[config.mk]
export PLATFORM = sky130hd
export DESIGN_NAME = softmc_top
export DESIGN_NICKNAME = d
export VERILOG_FILES = /design/src/design/softmc_pkg.sv /design/src/design/dfi_data_path.sv /design/src/design/iseq_exec.sv /design/src/design/softmc_top.sv /design/src/design/sync_fifo.sv
export SDC_FILE = /design/constraint.sdc
export NUM_CORES = 2
export LEC_CHECK = 0
export BUFFER_PORTS_ARGS = -buffer_cell sky130_fd_sc_hd__buf_2
export CORE_ASPECT_RATIO = 0.5
export CORE_UTILIZATION = 30
export CTS_CLUSTER_SIZE = 12
export DETAILED_ROUTE_END_ITERATION = 8
export GPL_TIMING_DRIVEN = 0
export PLACE_DENSITY_LB_ADDON = 0.2
export SLEW_MARGIN = 20
export SYNTH_ARGS = -nofsm -noshare
export SYNTH_HDL_FRONTEND = slang
export SYNTH_MEMORY_MAX_BITS = 65536
export SYNTH_SLANG_ARGS = --single-unit
[constraint.sdc]
create_clock -name clk -period 30.6 [get_ports clk]
set_clock_uncertainty 0.05 [all_clocks]
set_input_delay 4.59 -clock clk [delete_from_list [all_inputs] [get_ports clk]]
set_output_delay 4.59 -clock clk [all_outputs]
set_load 0.03 [all_outputs]
[src/design/softmc_pkg.sv]
package softmc_pkg;

	// instruction word from the host
	localparam int INSTR_WIDTH = 32;
	typedef logic [INSTR_WIDTH-1:0] instr_t;

	// dfi address and control widths
	localparam int ROW_WIDTH  = 16;
	localparam int BANK_WIDTH = 3;
	localparam int CKE_WIDTH  = 1;
	localparam int CS_WIDTH   = 1;

	localparam int DQ_WIDTH     = 64;
	localparam int RDBACK_WIDTH = 4 * DQ_WIDTH; // four dq beats per clk
	typedef logic [RDBACK_WIDTH-1:0] rdback_t;

	// instruction fields
	localparam int OP_HI     = 31;
	localparam int OP_LO     = 28;
	localparam int CKE_BIT   = 23;
	localparam int CS_N_BIT  = 22;
	localparam int RAS_N_BIT = 21;
	localparam int CAS_N_BIT = 20;
	localparam int WE_N_BIT  = 19;
	localparam int BANK_HI   = 18;
	localparam int BANK_LO   = 16;
	localparam int ADDR_HI   = 15; // address, or the count of a WAIT
	localparam int ADDR_LO   = 0;
	localparam int WDATA_HI  = 7;  // pattern byte of SET_WDATA
	localparam int WDATA_LO  = 0;

	// opcodes
	localparam logic [3:0] OP_DDR       = 4'b0100;
	localparam logic [3:0] OP_WAIT      = 4'b0001;
	localparam logic [3:0] OP_SET_WDATA = 4'b1000;
	localparam logic [3:0] OP_END       = 4'b1110;

	// queue depths
	localparam int IQ_DEPTH     = 16;
	localparam int RDBACK_DEPTH = 16;

	// command to data enable, in clk cycles
	localparam int WR_LAT = 4;
	localparam int RD_LAT = 4;

endpackage

[src/design/dfi_data_path.sv]
module dfi_data_path import softmc_pkg::*; (
	input  logic       clk,
	input  logic       rst,
	input  logic       wr_issue,   // write command on the dfi this cycle
	input  logic       rd_issue,   // read command on the dfi this cycle
	input  logic       wdata_load,
	input  logic [7:0] wdata_byte,
	output logic       dfi_wrdata_en,
	output rdback_t    dfi_wrdata,
	output logic       dfi_rddata_en
);

	localparam int REPEAT = RDBACK_WIDTH / 8;

	logic [7:0]        pattern;
	logic [WR_LAT-1:0] wr_pipe;
	logic [RD_LAT-1:0] rd_pipe;
	logic [7:0]        wr_byte [WR_LAT]; // pattern of the write in each stage

	// write pattern, zero out of reset
	always_ff @(posedge clk) begin
		if (rst)
			pattern <= '0;
		else if (wdata_load)
			pattern <= wdata_byte;
	end

	// one stage per cycle of write latency
	always_ff @(posedge clk) begin
		if (rst) begin
			wr_pipe <= '0;
			for (int i = 0; i < WR_LAT; i++)
				wr_byte[i] <= '0;
		end else begin
			wr_pipe    <= (wr_pipe << 1) | WR_LAT'(wr_issue);
			wr_byte[0] <= pattern; // pattern as of the command cycle
			for (int i = 1; i < WR_LAT; i++)
				wr_byte[i] <= wr_byte[i-1];
		end
	end

	always_ff @(posedge clk) begin
		if (rst)
			rd_pipe <= '0;
		else
			rd_pipe <= (rd_pipe << 1) | RD_LAT'(rd_issue);
	end

	assign dfi_wrdata_en = wr_pipe[WR_LAT-1];
	assign dfi_rddata_en = rd_pipe[RD_LAT-1];

	// byte repeated across every dq beat
	assign dfi_wrdata = {REPEAT{wr_byte[WR_LAT-1]}};

endmodule

[src/design/iseq_exec.sv]
module iseq_exec import softmc_pkg::*; (
	input  logic                  clk,
	input  logic                  rst,
	input  logic                  end_accepted, // an END went into the queue
	input  logic                  instr_valid,
	input  instr_t                instr,
	output logic                  instr_pop,
	output logic                  processing_iseq,
	output logic [ROW_WIDTH-1:0]  dfi_address0,
	output logic [ROW_WIDTH-1:0]  dfi_address1,
	output logic [BANK_WIDTH-1:0] dfi_bank0,
	output logic [BANK_WIDTH-1:0] dfi_bank1,
	output logic [CKE_WIDTH-1:0]  dfi_cke0,
	output logic [CKE_WIDTH-1:0]  dfi_cke1,
	output logic [CS_WIDTH-1:0]   dfi_cs_n0,
	output logic [CS_WIDTH-1:0]   dfi_cs_n1,
	output logic                  dfi_ras_n0,
	output logic                  dfi_ras_n1,
	output logic                  dfi_cas_n0,
	output logic                  dfi_cas_n1,
	output logic                  dfi_we_n0,
	output logic                  dfi_we_n1,
	output logic                  wr_issue,
	output logic                  rd_issue,
	output logic                  wdata_load,
	output logic [7:0]            wdata_byte
);

	localparam int PEND_W = $clog2(IQ_DEPTH + 1);

	logic [PEND_W-1:0]    pend_cnt; // sequences queued but not yet run
	logic [ROW_WIDTH-1:0] wait_cnt;
	logic [ROW_WIDTH-1:0] wait_len;
	logic [3:0]           op;
	logic                 do_ddr;
	logic                 do_wait;
	logic                 do_set;
	logic                 do_end;
	logic                 row_cmd;
	logic                 col_access;
	logic [CKE_WIDTH-1:0] cke_q;

	assign op      = instr[OP_HI:OP_LO];
	assign row_cmd = instr[CAS_N_BIT]; // cas_n high selects slot 0

	// one pop per cycle while a full sequence is queued and no WAIT runs
	assign instr_pop = (pend_cnt != '0) && (wait_cnt == '0);

	assign do_ddr  = instr_pop && (op == OP_DDR);
	assign do_wait = instr_pop && (op == OP_WAIT);
	assign do_set  = instr_pop && (op == OP_SET_WDATA);
	assign do_end  = instr_pop && (op == OP_END);

	// read or write: selected, ras_n high, cas_n low
	assign col_access = do_ddr && !row_cmd && !instr[CS_N_BIT] && instr[RAS_N_BIT];

	// the WAIT's own NOP cycle counts as the first one
	assign wait_len = (instr[ADDR_HI:ADDR_LO] == '0) ? '0 : instr[ADDR_HI:ADDR_LO] - 1'b1;

	always_ff @(posedge clk) begin
		if (rst) begin
			pend_cnt <= '0;
		end else if (end_accepted && !do_end) begin
			pend_cnt <= pend_cnt + 1'b1;
		end else if (do_end && !end_accepted) begin
			pend_cnt <= pend_cnt - 1'b1;
		end
	end

	always_ff @(posedge clk) begin
		if (rst)
			wait_cnt <= '0;
		else if (do_wait)
			wait_cnt <= wait_len;
		else if (wait_cnt != '0)
			wait_cnt <= wait_cnt - 1'b1;
	end

	always_ff @(posedge clk) begin
		if (rst)
			processing_iseq <= 1'b0;
		else if (do_end)
			processing_iseq <= 1'b0;
		else if (instr_pop)
			processing_iseq <= 1'b1;
	end

	// nop on both slots unless a ddr command goes out
	always_ff @(posedge clk) begin
		dfi_address0 <= '0;
		dfi_bank0    <= '0;
		dfi_cs_n0    <= '1;
		dfi_ras_n0   <= 1'b1;
		dfi_cas_n0   <= 1'b1;
		dfi_we_n0    <= 1'b1;
		dfi_address1 <= '0;
		dfi_bank1    <= '0;
		dfi_cs_n1    <= '1;
		dfi_ras_n1   <= 1'b1;
		dfi_cas_n1   <= 1'b1;
		dfi_we_n1    <= 1'b1;
		if (!rst && do_ddr && row_cmd) begin
			dfi_address0 <= instr[ADDR_HI:ADDR_LO];
			dfi_bank0    <= instr[BANK_HI:BANK_LO];
			dfi_cs_n0    <= {CS_WIDTH{instr[CS_N_BIT]}};
			dfi_ras_n0   <= instr[RAS_N_BIT];
			dfi_cas_n0   <= instr[CAS_N_BIT];
			dfi_we_n0    <= instr[WE_N_BIT];
		end
		if (!rst && do_ddr && !row_cmd) begin
			dfi_address1 <= instr[ADDR_HI:ADDR_LO];
			dfi_bank1    <= instr[BANK_HI:BANK_LO];
			dfi_cs_n1    <= {CS_WIDTH{instr[CS_N_BIT]}};
			dfi_ras_n1   <= instr[RAS_N_BIT];
			dfi_cas_n1   <= instr[CAS_N_BIT];
			dfi_we_n1    <= instr[WE_N_BIT];
		end
	end

	// cke is level, kept from the last ddr command
	always_ff @(posedge clk) begin
		if (rst)
			cke_q <= '0;
		else if (do_ddr)
			cke_q <= {CKE_WIDTH{instr[CKE_BIT]}};
	end

	assign dfi_cke0 = cke_q;
	assign dfi_cke1 = cke_q;

	// strobes line up with the command cycle on the dfi
	always_ff @(posedge clk) begin
		if (rst) begin
			wr_issue   <= 1'b0;
			rd_issue   <= 1'b0;
			wdata_load <= 1'b0;
		end else begin
			wr_issue   <= col_access && !instr[WE_N_BIT];
			rd_issue   <= col_access && instr[WE_N_BIT];
			wdata_load <= do_set;
		end
	end

	always_ff @(posedge clk) begin
		if (do_set)
			wdata_byte <= instr[WDATA_HI:WDATA_LO];
	end

	// a counted END means its whole sequence already sits in the queue
	a_pop_valid: assert property (
		@(posedge clk) disable iff (rst) instr_pop |-> instr_valid
	) else $error("iseq_exec: pop from empty instruction queue");

endmodule

[src/design/softmc_top.sv]
module softmc_top import softmc_pkg::*; (
	input  logic                  clk,
	input  logic                  rst,
	input  logic                  app_en,
	input  instr_t                app_instr,
	output logic                  app_ack,
	output logic                  iq_full,
	output logic                  processing_iseq,
	input  logic                  rdback_fifo_rden,
	output logic                  rdback_fifo_empty,
	output rdback_t               rdback_data,
	output logic [ROW_WIDTH-1:0]  dfi_address0,
	output logic [ROW_WIDTH-1:0]  dfi_address1,
	output logic [BANK_WIDTH-1:0] dfi_bank0,
	output logic [BANK_WIDTH-1:0] dfi_bank1,
	output logic [CKE_WIDTH-1:0]  dfi_cke0,
	output logic [CKE_WIDTH-1:0]  dfi_cke1,
	output logic [CS_WIDTH-1:0]   dfi_cs_n0,
	output logic [CS_WIDTH-1:0]   dfi_cs_n1,
	output logic                  dfi_ras_n0,
	output logic                  dfi_ras_n1,
	output logic                  dfi_cas_n0,
	output logic                  dfi_cas_n1,
	output logic                  dfi_we_n0,
	output logic                  dfi_we_n1,
	output logic                  dfi_wrdata_en,
	output rdback_t               dfi_wrdata,
	output logic                  dfi_rddata_en,
	input  rdback_t               dfi_rddata,
	input  logic                  dfi_rddata_valid
);

	logic       iq_push;
	logic       iq_push_ready;
	logic       instr_valid;
	instr_t     instr;
	logic       instr_pop;
	logic       end_accepted;
	logic       wr_issue;
	logic       rd_issue;
	logic       wdata_load;
	logic [7:0] wdata_byte;
	logic       rdback_valid;
	logic       rdback_pop;

	assign iq_full      = !iq_push_ready;
	assign iq_push      = app_en && iq_push_ready; // instruction taken
	assign app_ack      = iq_push;
	assign end_accepted = iq_push && (app_instr[OP_HI:OP_LO] == OP_END);

	assign rdback_fifo_empty = !rdback_valid;
	assign rdback_pop        = rdback_fifo_rden && rdback_valid;

	sync_fifo #(.item_t(instr_t), .DEPTH(IQ_DEPTH)) iq_fifo (
		.clk(clk), .rst(rst),
		.push_valid(iq_push), .push_data(app_instr), .push_ready(iq_push_ready),
		.pop_valid(instr_valid), .pop_data(instr), .pop_ready(instr_pop)
	);

	iseq_exec u_exec (
		.clk(clk), .rst(rst),
		.end_accepted(end_accepted), .instr_valid(instr_valid), .instr(instr),
		.instr_pop(instr_pop), .processing_iseq(processing_iseq),
		.dfi_address0(dfi_address0), .dfi_address1(dfi_address1),
		.dfi_bank0(dfi_bank0), .dfi_bank1(dfi_bank1),
		.dfi_cke0(dfi_cke0), .dfi_cke1(dfi_cke1),
		.dfi_cs_n0(dfi_cs_n0), .dfi_cs_n1(dfi_cs_n1),
		.dfi_ras_n0(dfi_ras_n0), .dfi_ras_n1(dfi_ras_n1),
		.dfi_cas_n0(dfi_cas_n0), .dfi_cas_n1(dfi_cas_n1),
		.dfi_we_n0(dfi_we_n0), .dfi_we_n1(dfi_we_n1),
		.wr_issue(wr_issue), .rd_issue(rd_issue),
		.wdata_load(wdata_load), .wdata_byte(wdata_byte)
	);

	dfi_data_path u_data (
		.clk(clk), .rst(rst),
		.wr_issue(wr_issue), .rd_issue(rd_issue),
		.wdata_load(wdata_load), .wdata_byte(wdata_byte),
		.dfi_wrdata_en(dfi_wrdata_en), .dfi_wrdata(dfi_wrdata),
		.dfi_rddata_en(dfi_rddata_en)
	);

	// every valid word from the phy is queued for the host
	sync_fifo #(.item_t(rdback_t), .DEPTH(RDBACK_DEPTH)) rdback_fifo (
		.clk(clk), .rst(rst),
		.push_valid(dfi_rddata_valid), .push_data(dfi_rddata), .push_ready(),
		.pop_valid(rdback_valid), .pop_data(rdback_data), .pop_ready(rdback_pop)
	);

endmodule

[src/design/sync_fifo.sv]
module sync_fifo #(
	parameter type item_t = logic [7:0],
	parameter int  DEPTH  = 16
) (
	input  logic  clk,
	input  logic  rst,
	input  logic  push_valid,
	input  item_t push_data,
	output logic  push_ready,
	output logic  pop_valid,
	output item_t pop_data,
	input  logic  pop_ready
);

	localparam int PTR_W = $clog2(DEPTH);
	localparam int CNT_W = $clog2(DEPTH + 1);

	item_t             mem [DEPTH];
	logic [PTR_W-1:0]  wr_ptr;
	logic [PTR_W-1:0]  rd_ptr;
	logic [CNT_W-1:0]  count; // occupied entries
	logic              do_push;
	logic              do_pop;

	assign push_ready = (count != CNT_W'(DEPTH));
	assign pop_valid  = (count != '0);
	assign pop_data   = mem[rd_ptr]; // oldest entry

	assign do_push = push_valid && push_ready;
	assign do_pop  = pop_ready && pop_valid;

	always_ff @(posedge clk) begin
		if (do_push)
			mem[wr_ptr] <= push_data;
	end

	always_ff @(posedge clk) begin
		if (rst) begin
			wr_ptr <= '0;
			rd_ptr <= '0;
			count  <= '0;
		end else begin
			if (do_push)
				wr_ptr <= (wr_ptr == PTR_W'(DEPTH - 1)) ? '0 : wr_ptr + 1'b1;
			if (do_pop)
				rd_ptr <= (rd_ptr == PTR_W'(DEPTH - 1)) ? '0 : rd_ptr + 1'b1;
			// simultaneous push and pop leaves the count alone
			if (do_push && !do_pop)
				count <= count + 1'b1;
			else if (do_pop && !do_push)
				count <= count - 1'b1;
		end
	end

	// the producer has to respect back-pressure
	a_no_push_full: assert property (
		@(posedge clk) disable iff (rst) push_valid |-> push_ready
	) else $error("sync_fifo: push while full");

	// consumer only pops what is there
	a_no_pop_empty: assert property (
		@(posedge clk) disable iff (rst) pop_ready |-> pop_valid
	) else $error("sync_fifo: pop while empty");

endmodule

==> impl_metrics.ini <==
[power_and_ir_drop]
sequentialPowerShare_pct = 46.5
pwr-share-comb_pct = 21.0
powerDensity_mw_per_mm2 = 73.50
power.leakage_nw = 67.55
p_int_mw = 11.33
clkPwrFrac_pct = 32.5
ir_drop_uv = 55.85
p_sw_share_pct = 27.90
p_sw_mw = 4.385

[worst_setup_path]
crit_type = primary input to output pin
cp_max_fo = 11
critPathRequiredTime_ns = 25.96
worstPathArrival_ns = 5.68
startpoint_type = primary input
cp-end-kind = output pin

[routing]
dr_total_vias = 84550
vias_per_cell = 4.919
drc = 0
first_pass_iters = 8
wl_per_cell_um = 30.36
wl_um = 521900
drtIter0Drc = 8467
postRouteAntennaNets = 0

[sta]
fmax_mhz = 96.91
drv_slew = 0
hold_ws_ns = 0.3610
fin_crit_sh_pct = 33.72
fin_tns_setup_ns = 0
setup_ws_ns = 20.28
relSlewSlack_pct = 22.03
rsz0062_at_grt = false
hold_viol = 0
tightest_slew_ns = 1.170
setup_viol_count_final = 0
period_minus_slack_ns = 10.32

[clock_tree]
cts.reportedPaths.clkPinSlew_ns = 0.06
cts_resized = 0
tritoncts = yes
root_buffer = clkbuf_16
cts_buffer_depth = 4
cts_made_buffers = 449
ctsHtreeMaxLevel = 5
cts_hold_buf = 0
clock_sinks = 4706
cts_setup_buffers = 0
clkLatencyLatePin_ns = 0.98

[global_routing]
antenna_found_initial = 183
grt_overflow = 0
grt_start_max_net_pins = 33
first_global_vias = 87310
grt_pass1_wl_um = 720500
grtUsageTotal_pct = 17.06

[layout]
drive_above_1_share_pct = 40.19
stdcell_count = 17190
final_area_mm2 = 0.2138
final_cell_mix = 4552 x edfxtp_1, 1377 x mux4_2, 944 x buf_2
area_delta_synth_final_pct = 20.02
final_common_cell = edfxtp_1
nets = 9452
fillCellCount = 53960

[logic_synthesis]
syn_area_mm2 = 0.1782
syn_avg_cell_area_um2 = 24.38
netlist_instances = 7309
synth_edf_count = 4552
synth.distinct_cells = 63
synth_seq_cells = 4706
ys_seq_area_share_pct = 78.45
syn-num-nets = 7630
ys.flop_type = edfxtp_1
async_reset_ff_share_pct = 0
synth_warnings = 0

[job]
cap_violations = 0

[floorplan]
fp.dieW_um = 1092
die_h_um = 546.9
coreArea_mm2 = 0.5896
ioPinCount = 859
initial_core_util_pct = 30.22
die-area_mm2 = 0.5972
fp-row-count = 199

[placement]
placed_cells = 16520
portBuffers = 854
dpl_cell_area_mm2 = 0.2012
pre_cts_slack_ns = 20.29
dp_hpwl_um = 353800
place_congestion = 0.6991

[hold_path]
hp-class = flop to flop

[run_status]
status = finished, final reports clean
flip-flops by register name, summed over array words and instances (netlist names), 4 cells and up, named ones only:
signal               flops
u_data.pattern           8
u_exec.dfi_address1     16
u_exec.pend_cnt          5
rdback_fifo.wr_ptr       4
u_exec.wdata_byte        8
rdback_fifo.count        5
iq_fifo.rd_ptr           4
rdback_fifo.mem       4096
u_data.wr_byte          32
u_exec.dfi_address0     16
rdback_fifo.rd_ptr       4
u_data.wr_pipe           4
iq_fifo.wr_ptr           4
iq_fifo.mem            448
u_exec.wait_cnt         16
u_data.rd_pipe           4
iq_fifo.count            5
cells by family after synthesis:
| family | synth area share, % |
|---|---|
| AO/OA/AOI/OAI | 0.5871 |
| multiplexers | 17.63 |
| XOR/XNOR | 0.2261 |
| flip-flops | 78.45 |
| buffers and inverters | 1.947 |
| AND/OR/NAND/NOR | 0.9508 |
| other | 0.002105 |
| adder cells (fa/ha/maj) | 0.2093 |
cell usage after synthesis (7+ instances only):
master	n	area, um^2
xnor2_1	20	175.2
a22oi_1	10	75.07
a22o_1	24	210.2
buf_2	19	95.09
mux4_2	1377	31010
buf_1	92	345.3
dfxtp_1	154	3083
edfxtp_1	4552	136700
inv_1	28	105.1
nand4_1	7	43.79
buf_4	261	1959
ha_1	25	312.8
a21oi_1	58	290.3
nand2_1	49	183.9
o21ai_0	11	55.05
xor2_1	26	227.7
and3_1	7	43.79
mux2i_1	37	370.4
o21ai_1	7	35.03
clkbuf_1	230	863.3
nor2_1	113	424.2
nor3_1	21	105.1
nor2b_1	73	456.7
a211oi_1	22	165.2
area by class of cell:
class                   instances  area [um^2]  area share, %
flip-flops and latches       4706       139800          65.37
multi-input cells            1966        35160          16.44
repair buffers               1371        12770          5.970
clock buffers                 586        11990          5.608
well taps                    7839         9808          4.587
plain buffers                 609         3551          1.661
clock inverters                63        624.3         0.2920
inverters                      28        105.1        0.04915
diodes                         21        52.55        0.02457
metal layers:
| metal | global-route usage [%] | routed length, um | part of all wire (%) |
|---|---|---|---|
| met2 | 30.09 | 267500 | 51 |
| met3 | 2.153 | 22670 | 4.3 |
| met5 | 0 | 157 | 0.030 |
| met1 | 22.49 | 216600 | 42 |
| met4 | 4.063 | 14970 | 2.9 |
worst max-delay path, cell delays in order:
cell	delay, ns
buf_2	0.10
and2_1	0.11
clkbuf_1	0.49
buf_2	0.37
power groups by stage:
stage,combinational [mW],sequential [mW],clock [mW]
after floorplan,2.01,7.54,0
after global placement,3.28,7.73,0
after detailed placement,3.40,7.45,0
after CTS,3.42,7.31,5.23
after global routing,3.48,7.32,5.45
final,3.31,7.31,5.10
path summary, 6_finish.rpt:
| check | from | to | slack [ns] | depth (start not counted) |
|---|---|---|---|---|
| worst max-delay path | app_en | app_ack | 20.28 | 4 |
| worst min-delay path | u_data.wr_byte[0][20] | u_data.wr_byte[0][28] | 0.36 | 1 |
| worst max register to register | flop | u_exec.pend_cnt[4] | 26.00 | 14 |
| worst min register to register | u_data.wr_byte[0][20] | u_data.wr_byte[0][28] | 0.36 | 1 |
metrics by stage:
stage / util (%) / total power [mW]
after floorplan: - / 9.549
after global placement: 32.61 / 11.01
after detailed placement: 34.12 / 10.85
after CTS: 36.26 / 15.95
after global routing: 36.27 / 16.25
final: 36.27 / 15.72
Power figures use the tool's default switching activity.
